File: src/tcdm_mem_pkg.sv
// Memory word package for the shared-memory cluster slice.
// Holds the widths and types of one data word, its byte enables and its address.
package tcdm_mem_pkg;

  localparam int unsigned DATA_W = 32;  // Width of one data word.
  localparam int unsigned BE_W   = 4;   // Bytes per data word.
  localparam int unsigned ADDR_W = 16;  // Width of a byte address.

  // One data word as seen on every channel and bank.
  typedef logic [DATA_W-1:0] data_t;

  // One enable bit per byte lane.
  typedef logic [BE_W-1:0] be_t;

  // Byte address. The low bits select the byte inside a word.
  typedef logic [ADDR_W-1:0] addr_t;

endpackage

File: src/tcdm_proto_pkg.sv
// Protocol package for the shared-memory cluster slice.
// Encodes the wen operation and the crossbar's per-bank owner record.
package tcdm_proto_pkg;

  // Operation carried on wen; a low wen writes.
  typedef enum logic {
    MEM_WRITE = 1'b0,
    MEM_READ  = 1'b1
  } mem_op_e;

  // Which initiator port a bank served in the previous cycle.
  typedef enum logic [1:0] {
    OWN_NONE  = 2'd0,
    OWN_PORT0 = 2'd1,
    OWN_PORT1 = 2'd2
  } owner_e;

endpackage

File: src/tcdm_sram_bank.sv
// Single-ported SRAM bank with byte-enable writes.
// A read presents the addressed word one cycle after the request.
`timescale 1ns/1ns

module tcdm_sram_bank
  import tcdm_mem_pkg::*;
  import tcdm_proto_pkg::*;
#(
  parameter int unsigned BANK_WORDS = 64
) (
  input  logic                          clk_i,
  input  logic                          req,
  input  logic [$clog2(BANK_WORDS)-1:0] widx,
  input  logic                          wen,
  input  be_t                           be,
  input  data_t                         wdata,
  output data_t                         rdata
);

  data_t mem [BANK_WORDS];  // Word storage.

  always_ff @(posedge clk_i) begin : mem_access
    if (req) begin
      if (wen == MEM_WRITE) begin
        for (int unsigned k = 0; k < BE_W; k++) begin
          if (be[k]) begin
            mem[widx][8*k +: 8] <= wdata[8*k +: 8];  // Only enabled lanes change.
          end
        end
      end else begin
        rdata <= mem[widx];  // Holds until the next read.
      end
    end
  end

endmodule

File: config.mk
export PLATFORM = sky130hd
export DESIGN_NAME = tcdm_sram_bank
export DESIGN_NICKNAME = d
export VERILOG_FILES = /design/src/tcdm_mem_pkg.sv /design/src/tcdm_proto_pkg.sv /design/src/tcdm_sram_bank.sv
export SDC_FILE = /design/constraint.sdc
export NUM_CORES = 2
export LEC_CHECK = 0
export BUFFER_PORTS_ARGS = -buffer_cell sky130_fd_sc_hd__clkbuf_2
export CORE_MARGIN = 4
export CORE_UTILIZATION = 40
export CTS_CLUSTER_SIZE = 40
export DETAILED_ROUTE_END_ITERATION = 10
export MAX_ROUTING_LAYER = met4
export SLEW_MARGIN = 10
export SYNTH_ARGS = -nofsm -noshare
export SYNTH_HDL_FRONTEND = slang
export SYNTH_SLANG_ARGS = --single-unit
File: constraint.sdc
create_clock -name clk_i -period 5.5 [get_ports clk_i]
set_input_delay 1.1 -clock clk_i [delete_from_list [all_inputs] [get_ports clk_i]]
set_output_delay 1.1 -clock clk_i [all_outputs]
set_load 0.01 [all_outputs]
==> Yosys cells after proc, flatten, opt, wreduce, memory -nomap -nowiden <==
Memory sizes are Yosys's and may differ from the RTL's. A register that Yosys moved wholly into a read port is not among the register bits.
Index checks and enable logic that the tools add are counted.
{ "totals": {"mem_count": 1, "out_inout_bits": 32, "word_cells": 18, "in_bits": 45, "ff_bits": 0, "mem_bits_rw": 2048} }
{ "classes": {"mux": 16, "reduce_logical": 1} }
{ "mem_list": {"columns": ["memory", "depth", "word_bits", "rd", "rd_ports_with_merged_regs", "write_ports", "line", "rtl"], "rows": [
  ["mem", 64, 32, 1, 1, 1, "tcdm_sram_bank.sv:20", "data_t mem [BANK_WORDS];"]
]} }
{ "ops": {"columns": ["cell", "count"], "rows": [
  ["$mux W1", 16],
  ["$reduce_and A2 Y1", 1]
]} }

==> Longest topological paths before layout <==
{ "logic_depth": {"depth_word": 4, "mapped_depth": 12, "mapped_depth_nobuf": 6} }

==> Worst setup path after synthesis <==
OpenSTA, ideal clock, no wires.
{ "synth_timing": {"kind": "input-to-reg", "startpoint": "input port widx[2]", "endpoint": "memory mem[59][0] (netlist bit), enable pin", "setup_ns": 0.370, "path_buffers": 5, "t_required_ns": 5.130, "t_arrival_ns": 3.005, "stages": 8, "path_slack_ns": 2.125, "path_cell_list": "buf_2 > buf_4 > buf_4 > nor2_1 > clkbuf_1 > clkbuf_1 > nand2_1 > nor2_1"} }
{ "synth_rtl": {"columns": ["item", "line", "rtl"], "rows": [
  ["from (decl)", "tcdm_sram_bank.sv:13", "input logic [$clog2(BANK_WORDS)-1:0] widx,"],
  ["to (decl)", "tcdm_sram_bank.sv:20", null]
]} }
Straight into the memory's write port.

==> qor.csv <==
metric,value,unit
crit_arrival,4.43,ns
switching_share,22.08,%
max_freq,260.2,MHz
synthFlopType,edfxtp_1,
hold_class,flop to flop,
async_flop_share,0,%
tritoncts.num_buffers,206,
globalRouteOverflowTotal,0,
seqPwrFrac,52.7,%
p_comb_share,5.5,%
crit_top_cell,or4_1,
drt-total-wl,268800,microns
vias,48930,
numClockSinks,2080,
drive_gt1_share,17.35,%
synth_area_per_cell,17.05,sq um
fin_crit,3.844,ns
cp-endpoint,rdata[24]$_DFFE_PP_,
crit_family,simple AND/OR/NAND/NOR gates,
worst-path-buf-inv,2,
cp-end-kind,flop,
cts_hold_buffers,0,
crit_path_top_delay_cell,or4_1,
pin_count,77,
hpwl,172000,microns
clk_path_buf_depth,3,
synth_seq_cells,2080,
cp.depth,8,
cts_tree,done,
critPathMaxStageDelay,0.75,ns
grt_use_met2,38.58,%
worst_pin_slew,1.181,ns
rrSetupSlack,3.08,ns
final_util,46.49,%
critPathKind,input pin to flop,
leakagePower,0.02923,uW
synth.distinct_cells,57,
path_max_fanout,15,
yosysSeqAreaShare,78.42,%
wire_per_inst,34.30,microns
reg2reg_to,rdata[2]$_DFFE_PP_,
finClkSkew,0.03136,ns
grt_pass1_wl,371700,microns
busiest_layer,met2,
post-cts-setup-buffers,0,
rsz0062_at_grt,no,
yosys_warnings,0,
fin_crit_sh,69.89,%
syn-cell-area,0.07965,sq mm
cts-resized-gates,0,
track_usage,26.31,%
antenna_found_initial,32,
drc,0,
hold_viol,0,
finalMaxSlewViolations,0,
fp-row-count,163,
gp_congestion,0.9587,
drtAntennaViolNets,0,
start_util,40.30,%
crit-reg2reg-launch,mem[61][2]$_DFFE_PP_,
synth_area_leader_cell,edfxtp_1,
max_cap_viol_count,0,
core,0.1976,sq mm
cp-start-kind,input pin,
h-tree-depth,4,
crit_chain,clkbuf_2 > nand2b_2 > nor2_1 > buf_4 > nand2_1 > o22ai_1 > or4_1 > or4_1,
grt_pass1_vias,47070,
maxSlewHeadroom,20.82,%
grt_max_degree,135,
n_fill_cell,16790,
vias_per_cell,6.244,
dieArea,0.2063,sq mm
cts.clk_slew.worst_paths,0.06,ns
clock-root-buffer,clkbuf_16,
grt_use_met3,7.139,%
setup_tns,0,ns
cp.required,6.08,ns
cp-startpoint,widx[4],
synth.net_count,4715,
reg2reg_depth,6,
synth_top_area_share,78.42,%
drtIter0Drc,7563,
syn_to_final_growth,15.35,%
groute.layer.met1.usage,33.61,%
p_int,25930,uW
peakVddDrop,0.3397,mV
synth-edff-count,2080,
pwr-share-clk,41.8,%
status,"complete, no violations",
die_w,454.2,microns
worstSkewPairLatency,0.85,ns
powerDensity,362.3,mW/mm^2
fin_nets,5035,
p_switching,7351,uW
setup_viol,0,
netlist_instances,4670,
die_y,454.2,microns
portBuffers,76,
dr.pass1.iters,6,
ys_top_cells_by_area,"edfxtp_1 78%, a221oi_1 3.2%, a22oi_1 3.0%, mux2i_1 2.9%, nor2_1 1.7%",
-- cell families (layout without fill, tap and decap cells) --
logic type,Yosys count,count (layout),synth area share [%]
buf+inv,375,868,2.110
simple gates,648,648,3.532
compound gates,1249,1249,11.74
other cells,0,32,0
flops,2080,2080,78.42
mux,318,318,4.193
-- layer usage --
layer / routed length, microns / share of wire [%]
met3: 31680 / 12
met1: 99920 / 37
met5: 0 / 0
met2: 121400 / 45
met4: 15740 / 5.9
-- synth_stat cells, types with 3 or more instances --
master and instances:
buf_1 41, a221o_1 54, and3_1 5, nand2b_1 5, o32ai_1 33, nor3_1 42
mux4_2 4, mux2_2 85, a21oi_1 90, edfxtp_1 2080, nor2_1 366, and2_1 3
a211oi_1 37, or3_1 25, a222oi_1 16, o211ai_1 18, or4_1 26, a221oi_1 295
clkbuf_1 187, a22o_1 40, buf_6 8, o31ai_1 3, nor4_1 5, a31oi_1 22
mux2i_1 229, nand3_1 11, nor3b_1 3, o221ai_1 10, nand2_1 126, a2111oi_0 5
buf_4 18, o22ai_1 160, nor2b_1 6, a22oi_1 321, nand4_1 15, o21ai_0 109
a311oi_1 28, buf_2 116
-- registers in the layout, summed over array words and instances (netlist names) --
register / count
rdata: 32
mem: 2048
-- cells in the final DEF, fill, tap and decap left out, drive strengths merged, types with 3 or more instances in the layout --
cell      netlist  final
nand3          11     11
mux2           85     85
a21oi          90     90
a211oi         37     37
or4            26     26
o211ai         18     18
mux2i         229    229
nor3           42     42
edfxtp       2080   2080
diode           0     32
nand2b          6      6
a222oi         16     16
inv             4     10
nor3b           3      3
and3            5      5
nor4            5      5
a31oi          22     22
nand4          15     15
o31ai           3      3
bufinv          0     21
o32ai          33     33
or3            25     25
a311oi         28     28
a2111oi         5      5
nor2          367    367
clkinvlp        0      5
mux4            4      4
buf           183    409
a22oi         321    321
nand2         126    126
a221o          54     54
o21ai         109    109
a221oi        295    295
o22ai         160    160
a22o           40     40
nor2b           6      6
and2            4      4
clkbuf        187    332
clkinv          1     91
o221ai         10     10
-- worst min-delay path, stage by stage, from the launching register on --
cell and delay [ns]:
edfxtp_1 0.32, a22oi_1 0.06, a21oi_1 0.16, or4_1 0.13
-- final cells by class --
class	count	area, sq um	share of cell area, %
Inverter	5	26.28	0.02860
Clock inverter	122	1211	1.318
Multi-Input combinational cell	2215	15650	17.03
Antenna cell	32	80.08	0.08716
Clock buffer	259	5418	5.897
Sequential cell	2080	62460	67.99
Tap cell	2640	3303	3.596
Timing Repair Buffer	482	3721	4.050
-- how the worst min path moves through the flow --
stage | start | endpoint | slack (ns) | cells after the start
after floorplan | mem[9][30]$_DFFE_PP_ | rdata[30]$_DFFE_PP_ | 0.64 | 3
after global placement | mem[7][15]$_DFFE_PP_ | rdata[15]$_DFFE_PP_ | 0.74 | 3
after detailed placement | mem[35][6]$_DFFE_PP_ | rdata[6]$_DFFE_PP_ | 0.76 | 3
after CTS | mem[59][16]$_DFFE_PP_ | rdata[16]$_DFFE_PP_ | 0.76 | 3
after global routing | mem[59][20]$_DFFE_PP_ | rdata[20]$_DFFE_PP_ | 0.80 | 3
final | mem[59][16]$_DFFE_PP_ | rdata[16]$_DFFE_PP_ | 0.74 | 3
-- power groups by stage --
stage          registers (uW)  clock network [uW]  logic, uW
6_report                17500               13900       1830
5_1_grt                 17500               14700       1880
4_1_cts                 17500               14000       1790
3_5_place_dp            17900                   0       1780
3_3_place_gp            17900                   0       1760
2_1_floorplan           17900                   0        831
-- stage by stage --
step	hold slack, ns	setup WS, ns	cells	power (uW)	instance area (sq um)
after floorplan	0.6438	2.125	4670	18680	79650
after global placement	0.7410	0.9306	7422	19650	85160
after detailed placement	0.7641	0.9186	7422	19670	85160
after CTS	0.7557	1.818	7803	33340	91790
after global routing	0.7996	1.679	7831	34100	91860
final	0.7415	1.656	7835	33290	91870
Note: power is estimated with default switching activity, not from simulation.
