--- src/tcdm_mem_pkg.sv ---
// Memory word package for the shared-memory cluster slice.
// Holds the widths and types of one data word, its byte enables and its address.
package tcdm_mem_pkg;

  localparam int unsigned DATA_W = 32;  // Width of one data word.
  localparam int unsigned BE_W   = 4;   // Bytes per data word.
  localparam int unsigned ADDR_W = 16;  // Width of a byte address.

  // One data word as seen on every channel and bank.
  typedef logic [DATA_W-1:0] data_t;

  // One enable bit per byte lane.
  typedef logic [BE_W-1:0] be_t;

  // Byte address. The low bits select the byte inside a word.
  typedef logic [ADDR_W-1:0] addr_t;

endpackage

--- src/tcdm_proto_pkg.sv ---
// Protocol package for the shared-memory cluster slice.
// Encodes the wen operation and the crossbar's per-bank owner record.
package tcdm_proto_pkg;

  // Operation carried on wen; a low wen writes.
  typedef enum logic {
    MEM_WRITE = 1'b0,
    MEM_READ  = 1'b1
  } mem_op_e;

  // Which initiator port a bank served in the previous cycle.
  typedef enum logic [1:0] {
    OWN_NONE  = 2'd0,
    OWN_PORT0 = 2'd1,
    OWN_PORT1 = 2'd2
  } owner_e;

endpackage

--- src/tcdm_bank_xbar.sv ---
// Word-interleaved crossbar between the initiator ports and the SRAM banks.
// Contested banks alternate priority and read data is routed back one cycle later.
`timescale 1ns/1ns

module tcdm_bank_xbar
  import tcdm_mem_pkg::*;
  import tcdm_proto_pkg::*;
#(
  parameter int unsigned NB_OUT_CHAN = 2,
  parameter int unsigned NB_BANKS    = 2,
  parameter int unsigned BANK_WORDS  = 64
) (
  input  logic                                   clk_i,
  input  logic                                   rst_ni,

  input  logic  [NB_OUT_CHAN-1:0]                port_req,
  input  addr_t [NB_OUT_CHAN-1:0]                port_add,
  input  logic  [NB_OUT_CHAN-1:0]                port_wen,
  input  be_t   [NB_OUT_CHAN-1:0]                port_be,
  input  data_t [NB_OUT_CHAN-1:0]                port_data,
  output logic  [NB_OUT_CHAN-1:0]                port_gnt,
  output data_t [NB_OUT_CHAN-1:0]                port_r_data,
  output logic  [NB_OUT_CHAN-1:0]                port_r_valid,

  output logic  [NB_BANKS-1:0]                   bank_req,
  output logic  [NB_BANKS-1:0][$clog2(BANK_WORDS)-1:0] bank_widx,
  output logic  [NB_BANKS-1:0]                   bank_wen,
  output be_t   [NB_BANKS-1:0]                   bank_be,
  output data_t [NB_BANKS-1:0]                   bank_wdata,
  input  data_t [NB_BANKS-1:0]                   bank_rdata
);

  localparam int unsigned BOFF   = $clog2(BE_W);  // Byte offset bits inside a word.
  localparam int unsigned BSEL_W = (NB_BANKS > 1) ? $clog2(NB_BANKS) : 1;
  localparam int unsigned WIDX_W = $clog2(BANK_WORDS);

  logic [NB_OUT_CHAN-1:0][BSEL_W-1:0] port_bank;
  logic [NB_OUT_CHAN-1:0][WIDX_W-1:0] port_widx;
  logic [NB_BANKS-1:0]                win_port;  // Port that owns each bank this cycle.
  logic [NB_BANKS-1:0]                contest;   // Both ports target the bank.
  logic [NB_BANKS-1:0]                prio_q;    // Port favoured in the next contest.
  logic [NB_BANKS-1:0]                rd_q;      // Bank performs a read this cycle.
  owner_e                             owner_d [NB_BANKS];
  owner_e                             owner_q [NB_BANKS];

  // Consecutive words land in consecutive banks.
  always_comb begin : addr_decode
    logic [ADDR_W-BOFF-1:0] word;
    word = '0;
    for (int unsigned p = 0; p < NB_OUT_CHAN; p++) begin
      word         = port_add[p][ADDR_W-1:BOFF];
      port_bank[p] = BSEL_W'(word % NB_BANKS);
      port_widx[p] = WIDX_W'(word / NB_BANKS);
    end
  end

  always_comb begin : bank_arb
    logic [1:0] hit;
    hit = '0;
    for (int unsigned b = 0; b < NB_BANKS; b++) begin
      hit = '0;
      for (int unsigned p = 0; p < NB_OUT_CHAN; p++) begin
        hit[p] = port_req[p] && (port_bank[p] == BSEL_W'(b));
      end
      contest[b]  = &hit;
      win_port[b] = contest[b] ? prio_q[b] : hit[1];
      if (hit == 2'b00) begin
        owner_d[b] = OWN_NONE;
      end else begin
        owner_d[b] = win_port[b] ? OWN_PORT1 : OWN_PORT0;
      end
    end
  end

  always_comb begin : bank_drive
    for (int unsigned b = 0; b < NB_BANKS; b++) begin
      bank_req[b]   = (owner_d[b] != OWN_NONE);
      bank_widx[b]  = port_widx[win_port[b]];
      bank_wen[b]   = port_wen[win_port[b]];
      bank_be[b]    = port_be[win_port[b]];
      bank_wdata[b] = port_data[win_port[b]];
    end
  end

  // Grants follow this cycle's arbitration, responses follow last cycle's owner.
  always_comb begin : port_resp
    logic idx;
    idx          = 1'b0;
    port_gnt     = '0;
    port_r_valid = '0;
    port_r_data  = '0;
    for (int unsigned b = 0; b < NB_BANKS; b++) begin
      if (owner_d[b] != OWN_NONE) begin
        port_gnt[win_port[b]] = 1'b1;
      end
      idx = (owner_q[b] == OWN_PORT1);
      if (rd_q[b]) begin
        port_r_valid[idx] = 1'b1;
        port_r_data[idx]  = bank_rdata[b];
      end
    end
  end

  always_ff @(posedge clk_i or negedge rst_ni) begin : bank_state
    if (!rst_ni) begin
      for (int unsigned b = 0; b < NB_BANKS; b++) begin
        owner_q[b] <= OWN_NONE;
      end
      prio_q <= '0;
      rd_q   <= '0;
    end else begin
      for (int unsigned b = 0; b < NB_BANKS; b++) begin
        owner_q[b] <= owner_d[b];
        rd_q[b]    <= bank_req[b] && (bank_wen[b] == MEM_READ);
        if (contest[b]) begin
          prio_q[b] <= ~win_port[b];  // The loser wins the next contest.
        end
      end
    end
  end

endmodule

--- config.mk ---
export PLATFORM = sky130hd
export DESIGN_NAME = tcdm_bank_xbar
export DESIGN_NICKNAME = d
export VERILOG_FILES = /design/src/tcdm_mem_pkg.sv /design/src/tcdm_proto_pkg.sv /design/src/tcdm_bank_xbar.sv
export SDC_FILE = /design/constraint.sdc
export NUM_CORES = 1
export LEC_CHECK = 0
export BUFFER_PORTS_ARGS = -buffer_cell sky130_fd_sc_hd__buf_2
export CAP_MARGIN = 20
export CORE_AREA = 5 5 125 127
export DETAILED_ROUTE_END_ITERATION = 16
export DIE_AREA = 0 0 130 132
export RECOVER_POWER = 100
export SETUP_SLACK_MARGIN = 0.3
export SLEW_MARGIN = 20
export SYNTH_ARGS = -nofsm -noshare
export SYNTH_HDL_FRONTEND = slang
export SYNTH_SLANG_ARGS = --single-unit
--- constraint.sdc ---
create_clock -name clk_i -period 5.2 [get_ports clk_i]
set_clock_uncertainty 0.1 [all_clocks]
set_input_delay 1.04 -clock clk_i [delete_from_list [all_inputs] [get_ports clk_i]]
set_output_delay 1.04 -clock clk_i [all_outputs]
set_load 0.02 [all_outputs]
* Word level (Yosys, flattened, before mapping)
Index checks and enable logic that the tools add are counted. W data, S select, Z words.
Operators by class: reductions and logical operators 16, multiplexer cells 41, $lt $le $gt $ge 8, eq/ne operators 2, bitwise operators 7
Operator list (count):
- $mux W32 | 6
- $mux W64 | 2
- $and A64 B64 Y64 | 1
- $bwmux W64 | 1
- $demux W32 S1 | 2
- $mux W6 | 4
- $mux W2 | 8
- $mux W4 | 4
- $logic_and A1 B1 Y1 | 10
- $mux W1 | 10
- $lt A1 B2 Y1 const B | 4
- $demux W1 S1 | 4
- $eq A2 B2 Y1 const B | 2
- $ge A1 B1 Y1 const B | 4
- $logic_not A2 Y1 | 2
- $not A1 Y1 | 4
- $or A2 B2 Y2 | 2
- $reduce_and A2 Y1 | 2
- $reduce_bool A2 Y1 | 2
Word-level totals: output and inout port bits 156, input port bits 174, register bits after elaboration 8, word-level logic and storage cells 79

* Depth between registers and ports, before layout
Gate-level depths: netlist of the first run.
word-level depth 11, mapped depth 5, depth with buffers taken out 4

* Worst setup path after synthesis of the first run
Ideal clock, no wire load.
path kind in2out, start point input port_add[2] in the netlist's numbering, end point output bank_be[0] in the netlist's numbering, setup slack 2.027 ns, cell stages on the path 4, buffers on the path 1, data arrival time 2.033 ns, data required time 4.060 ns, path through nand2b_4 -> o21ai_4 -> buf_6 -> mux2_2
RTL lines:
- start, declared | RTL line tcdm_bank_xbar.sv:17 | input addr_t [NB_OUT_CHAN-1:0] port_add,
- end, declared | RTL line tcdm_bank_xbar.sv:28 | output be_t [NB_BANKS-1:0] bank_be,

==> results of run 1 <==
worst register-to-register path, delay by kind of cell, from the launching register on:
kind,cells,cell delay [ns]
buf+inv,2,0.63
flops,1,0.45
compound gates,2,0.37
power by group:
group	switching (mW)	internal, mW	total, mW
combinational	0.303	0.195	0.497
sequential	0.0157	0.0746	0.0903
clock	0.0264	0.0988	0.125
total	0.345	0.368	0.713
sequential cells by signal (all words and copies together), names as in the netlist:
register and flops:
owner_q 4, rd_q 2, prio_q 2
how the worst max path moves through the flow:
stage	to	from	slack [ns]
3_3_place_gp	bank_wdata[24]	port_add[2]	1.49
5_1_grt	port_r_data[45]	owner_q[0]	0.75
4_1_cts	bank_wdata[24]	port_add[2]	1.48
2_1_floorplan	bank_be[0]	port_add[2]	2.03
3_5_place_dp	bank_wdata[24]	port_add[2]	1.49
6_report	port_r_data[45]	owner_q[0]	1.07
cells by family after synthesis:
kind of cell    after synthesis  synth area share (%)
mux                         118                  52.1
xor+xnor                      2                 0.687
compound gates               41                  12.9
flops                         8                  7.85
simple gates                113                  17.9
buf+inv                      35                  8.54
cell type report:
cell class | count | area (sq um) | area share, %
Sequential cell | 8 | 200 | 4.89
Antenna cell | 3 | 7.51 | 0.183
Tap cell | 184 | 230 | 5.63
Multi-Input combinational cell | 274 | 2120 | 51.8
Inverter | 5 | 18.8 | 0.459
Clock buffer | 3 | 75.1 | 1.83
Timing Repair Buffer | 318 | 1440 | 35.2
metal layers:
layer | wire (um) | vias to the layer above | share of wire [%] | GRT usage (%)
met5 | 0 | - | 0 | 0
met4 | 198 | 0 | 1.5 | 3.00
met1 | 4760 | 1596 | 35 | 14.8
li1 | - | 1716 | - | -
met3 | 1730 | 8 | 13 | 5.88
met2 | 6870 | 202 | 51 | 26.4
cells in the mapped netlist:
| library cell | n |
|---|---|
| mux2_2 | 118 |
| nand2_1 | 70 |
| nor2_1 | 34 |
| o31ai_1 | 32 |
| clkbuf_1 | 10 |
| buf_2 | 9 |
| dfrtp_1 | 8 |
| buf_6 | 4 |
| buf_8 | 4 |
| inv_1 | 4 |
| buf_1 | 3 |
| a21oi_1 | 2 |
| nand2b_1 | 2 |
| o21ai_4 | 2 |
| a21o_1 | 1 |
| a22o_1 | 1 |
| and2_1 | 1 |
| and2b_1 | 1 |
| and3b_1 | 1 |
| inv_2 | 1 |
| nand2_2 | 1 |
| nand2b_4 | 1 |
| nand3_1 | 1 |
| nor2b_1 | 1 |
| o21ai_2 | 1 |
| o2bb2ai_1 | 1 |
| o311a_2 | 1 |
| xnor2_1 | 1 |
| xor2_1 | 1 |
through the flow:
| step | power, mW | hold slack (ns) | instances | instance area (sq um) |
|---|---|---|---|---|
| after CTS | 0.751 | 0.464 | 792 | 4300 |
| after global placement | 0.614 | 0.461 | 788 | 4190 |
| after detailed placement | 0.621 | 0.459 | 789 | 4220 |
| after floorplan | 0.438 | 0.418 | 317 | 2550 |
| final | 0.713 | 0.471 | 795 | 4090 |
| after global routing | 0.758 | 0.491 | 795 | 4090 |
placed cells by master (no fill, tap or decap), drive strengths merged:
| master | Yosys | layout |
|---|---|---|
| nand2 | 71 | 71 |
| clkbuf | 10 | 151 |
| and3b | 1 | 1 |
| o2bb2ai | 1 | 1 |
| nand2b | 3 | 3 |
| o31ai | 32 | 32 |
| inv | 5 | 5 |
| o21ai | 3 | 3 |
| diode | 0 | 3 |
| xor2 | 1 | 1 |
| xnor2 | 1 | 1 |
| mux2 | 118 | 118 |
| a21o | 1 | 1 |
| nand3 | 1 | 1 |
| and2b | 1 | 1 |
| a22o | 1 | 1 |
| buf | 20 | 170 |
| and2 | 1 | 1 |
| nor2b | 1 | 1 |
| o311a | 1 | 1 |
| nor2 | 34 | 34 |
| dfrtp | 8 | 8 |
| a21oi | 2 | 2 |
==> impl_metrics.py, run 1 <==
metrics = {
    "synthesis": {
        "ys_seq_area_share_pct": 7.85,
        "syn_nets": 491,
        "synth_area_per_cell_sq_um": 8.04,
        "synth_top_area_share_pct": 52.1,
        "ys_ff_latch": 8,
        "ys.warnings.count": 0,
        "synth_area_leader_cell": "mux2_2",
        "synth_area_leaders": "mux2_2, nand2_1, o31ai_1",
        "syn_inst": 317,
        "synth_area_sq_um": 2550,
        "ys_types": 29,
    },
    "worst_setup_path": {
        "path_depth": 5,
        "cp-end-kind": "primary output",
        "path_buf_inv": 2,
        "reg2reg_to": "rd_q[1]",
        "path_class": "flop to primary output",
        "cp_slowest_cell": "clkbuf_1",
        "critPathRequiredTime_ns": 4.06,
        "path_delay_family": "buffers and inverters",
        "crit_path_frequent_cell": "clkbuf_1",
        "crit_chain": "and3b_2 > clkbuf_1 > nand2_1 > o31ai_1 > clkbuf_1",
        "rrSetupSlack_ns": 3.53,
        "r2r-start": "prio_q[1]",
        "cp_max_fo": 41,
        "critPathMaxStageDelay_ns": 1.29,
        "cp-start-kind": "flop",
        "crit_arrival_ns": 2.99,
        "reg2regPathDepth": 4,
    },
    "grt": {
        "grt_pass1_wl_um": 19300,
        "grt_pass1_vias": 3451,
        "grt_start_max_net_pins": 47,
        "track_usage_pct": 14.2,
        "antenna_found_initial": 3,
        "overflow": 0,
    },
    "placement": {
        "dpl_worst_slack_ns": 1.49,
        "port_buffers": 311,
        "dpl.hpwl_um": 11500,
        "gp_congestion": 0.852,
    },
    "run_status": {
        "status": "complete, but fails checks",
        "violations": "capacitance limit, slew limit",
    },
    "job": {
        "maxCapViolations": 3,
    },
    "route": {
        "first_pass_iters": 4,
        "routed_wl_um": 13600,
        "vias_per_cell": 4.43,
        "vias": 3522,
        "drc": 0,
        "wl_per_cell_um": 17.0,
        "detail_route.iter0.violations": 61,
        "ant_nets": 0,
    },
    "layout": {
        "syn2layout_area_growth_pct": 60.5,
        "n_fill_cell": 1707,
        "layout-drive-gt1-share_pct": 47.5,
        "final_core_util_pct": 28.6,
        "final_nets": 784,
    },
    "floorplan": {
        "num_rows": 44,
        "die_h_um": 132,
        "start_util_pct": 17.8,
        "die_area_sq_um": 17200,
        "die_w_um": 130,
        "io_pins": 330,
        "coreArea_sq_um": 14300,
    },
    "cts": {
        "cts_made_buffers": 3,
        "cts_setup_buffers": 0,
        "ctsRootBufferMaster": "clkbuf_16",
        "htreeDepth": 1,
        "clock_path_buffers": 2,
        "cts.repair.resized": 0,
        "cts_tree": "yes",
        "cts_hold_buf": 0,
        "clkSinkCount": 8,
        "clkTransAtPathRegs_ns": 0.04,
        "clk_latency_ns": 0.23,
    },
    "timing": {
        "period_share_pct": 79.5,
        "worstMarginPinSlew_ns": 2.08,
        "fin_ws_ns": 1.07,
        "drv_slew": 87,
        "slew-limit-headroom_pct": -40.3,
        "fin_crit_ns": 4.13,
        "timing_hold_violations_final": 0,
        "finalSetupViolCount": 0,
        "tns_ns": 0,
        "rsz0062_at_grt": "false",
        "max_freq_mhz": 242,
    },
    "pwr": {
        "power.leakage_nw": 1.87,
        "ir_drop_mv": 0.0877,
        "p_per_area_nw_per_um2": 174,
    },
    "min_path": {
        "hp-start": "prio_q[0]",
        "min_path_type": "flop to flop",
        "hold_path_depth": 1,
        "timing.hold.worst_endpoint": "owner_q[2]",
    },
}
No activity file was read; power rests on OpenSTA's default activity.
==> inputs of run 2 (changes only) <==
ABC_AREA = 1   (was default)
CORE_AREA = 5 5 123 125   (was 5 5 125 127)
DIE_AREA = 0 0 128 130   (was 0 0 130 132)
clock period = 3.6 ns   (was 5.2 ns; I/O delays follow)
==> run 2 against run 1 <==
  * The run now ends clean
  * Register-to-register slack worse by 1.4 ns
  * Final cell count increased by 13%
  * Combinational power is 31% higher
  * Largest cell class is now buffers
  * Largest power group unchanged
==> impl_metrics.py, run 2 <==
metrics = {
    "grt": {
        "antenna_found_initial": 1,
        "grt_pass1_vias": 3571,
        "grt_pass1_wl_um": 17500,
        "grt_start_max_net_pins": 88,
        "track_usage_pct": 12.6,
        "overflow": 0,
    },
    "layout": {
        "final_nets": 894,
        "layout-drive-gt1-share_pct": 23.4,
        "largest_reg_flops": 4,
        "syn2layout_area_growth_pct": 70.9,
        "regArea_sq_um": 200,
        "mostFrequentLayoutCells": "buf_2, clkbuf_1, inv_1",
        "top_register": "owner_q",
        "n_fill_cell": 1698,
        "final_common_cell": "buf_2",
        "multi_input_area_sq_um": 1300,
        "top_regs": "owner_q: 4 flops, prio_q: 2 flops, rd_q: 2 flops",
    },
    "floorplan": {
        "num_rows": 43,
        "die_h_um": 130,
        "start_util_pct": 15.7,
        "coreArea_sq_um": 13800,
        "die_w_um": 128,
        "die_area_sq_um": 16600,
        "io_pins": 330,
    },
    "timing": {
        "max_freq_mhz": 324,
        "fin_crit_ns": 3.09,
        "timing_hold_violations_final": 0,
        "finalSetupViolCount": 0,
        "worstMarginPinSlew_ns": 0.683,
        "rsz0062_at_grt": "false",
        "slew-limit-headroom_pct": 54.5,
        "drv_slew": 0,
        "period_share_pct": 85.8,
        "tns_ns": 0,
    },
    "cts": {
        "cts_tree": "yes",
        "htreeDepth": 1,
        "clkTransAtPathRegs_ns": 0.03,
        "clkSinkCount": 8,
        "cts_made_buffers": 3,
        "cts_hold_buf": 0,
        "ctsRootBufferMaster": "clkbuf_16",
        "clock_path_buffers": 2,
        "clk_latency_ns": 0.23,
        "cts.repair.resized": 0,
        "cts_setup_buffers": 0,
    },
    "synthesis": {
        "synth_area_leader_cell": "inv_1",
        "ys_top_cells_by_count": "inv_1, nand2_1, o21ai_0",
        "synth_area_sq_um": 2160,
        "yosysMostFrequentCell": "inv_1",
        "ys_async_sr_fraction_pct": 100,
        "syn_nets": 602,
        "ys.flop_type": "dfrtp_1",
        "syn_inst": 428,
        "ys.warnings.count": 0,
        "synth_top_area_share_pct": 21.5,
        "ys_types": 17,
        "ys_ff_latch": 8,
        "synth_area_per_cell_sq_um": 5.06,
        "synth_edf_count": 0,
        "synth_area_leaders": "inv_1, o22ai_1, o21ai_0",
        "ys_seq_area_share_pct": 9.25,
    },
    "route": {
        "detail_route.iter0.violations": 113,
        "wl_per_cell_um": 13.2,
        "ant_nets": 0,
        "vias": 3730,
        "first_pass_iters": 5,
        "vias_per_cell": 4.15,
        "drc": 0,
        "routed_wl_um": 11900,
    },
    "worst_setup_path": {
        "cp-end-kind": "primary output",
        "crit_arrival_ns": 2.27,
        "critPathMaxStageDelay_ns": 0.43,
        "critPathRequiredTime_ns": 2.78,
        "cp-start-kind": "flop",
        "cp_max_fo": 34,
        "crit_chain": "inv_1 > nor2_1 > nand2_1 > buf_4 > nand3_1 > clkbuf_2 > o22ai_1 > clkbuf_1",
        "cp_slowest_cell": "clkbuf_2",
        "path_class": "flop to primary output",
    },
    "placement": {
        "dpl.hpwl_um": 10300,
        "port_buffers": 311,
        "gp_congestion": 0.798,
    },
    "pwr": {
        "ir_drop_mv": 0.147,
        "p_per_area_nw_per_um2": 259,
        "p_total_mw": 0.958,
        "power.leakage_nw": 2.18,
    },
    "run_status": {
        "status": "finished clean",
    },
    "min_path": {
        "min_path_type": "input port to async pin",
    },
    "job": {
        "maxCapViolations": 0,
    },
}
run 2: cell count changes in the layout (fill, tap and decap cells not counted), sizes merged, moves of 28 or more:
cell	previous run	this run
o21ai	3	91
mux2	118	0
o31ai	32	0
o22ai	0	64
inv	5	124
nand2	71	99
run 2: where the power goes:
part / switching (mW) / internal, mW
sequential: 0.0164 / 0.108
combinational: 0.450 / 0.202
clock: 0.0387 / 0.143
run 2: worst paths after layout:
| check | depth (start not counted) | end | slack, ns | startpoint |
|---|---|---|---|---|
| setup / recovery | 8 | port_r_data[55] | 0.51 | owner_q[1] |
| hold / removal | 1 | owner_q[1] | 0.29 | rst_ni |
| setup reg to reg | 5 | rd_q[0] | 2.11 | prio_q[0] |
| hold reg to reg | 1 | prio_q[0] | 0.40 | prio_q[0] |
| max in group asynchronous | 1 | prio_q[0] | 2.83 | rst_ni |
| min in group clk_i | 1 | prio_q[0] | 0.40 | prio_q[0] |
run 2: cell type report:
type                    count  share of cell area, %
inverters                 124                   12.6
clock buffers               3                   2.03
well taps                 180                   6.09
flip-flops and latches      8                   5.41
repair buffers            317                   38.7
multi-input cells         266                   35.1
diodes                      1                 0.0676
run 2: layer usage:
layer | track usage [%] | wire (um)
met5 | 0 | 0
met4 | 2.43 | 180
met3 | 4.38 | 1540
met2 | 24.2 | 6030
met1 | 13.4 | 4100
run 2: worst max-delay path, delay by kind of cell (launching register included):
| family | cells | cell delay, ns |
|---|---|---|
| AO/OA/AOI/OAI | 1 | 0.32 |
| flip-flops | 1 | 0.35 |
| AND/OR/NAND/NOR | 3 | 0.21 |
| buffers and inverters | 4 | 1.15 |
run 2: logic make-up (layout without fill, tap and decap cells):
group,Yosys count,count (layout),synth area share (%)
compound gates,156,156,41.0
other cells,0,1,0
flops,8,8,9.25
xor+xnor,2,2,0.809
buf+inv,154,444,29.9
simple gates,108,108,19.0
run 2: metrics by stage:
step | instance area, sq um | utilization (%) | setup slack, ns | hold slack (ns) | cells
after global placement | 3830 | 27.8 | 0.850 | 0.423 | 895
final | 3700 | 26.9 | 0.512 | 0.292 | 899
after global routing | 3700 | 26.9 | 0.350 | 0.333 | 899
after CTS | 3910 | 28.4 | 0.838 | 0.230 | 898
after floorplan | 2160 | - | 1.04 | 0.324 | 428
after detailed placement | 3830 | 27.8 | 0.847 | 0.427 | 895
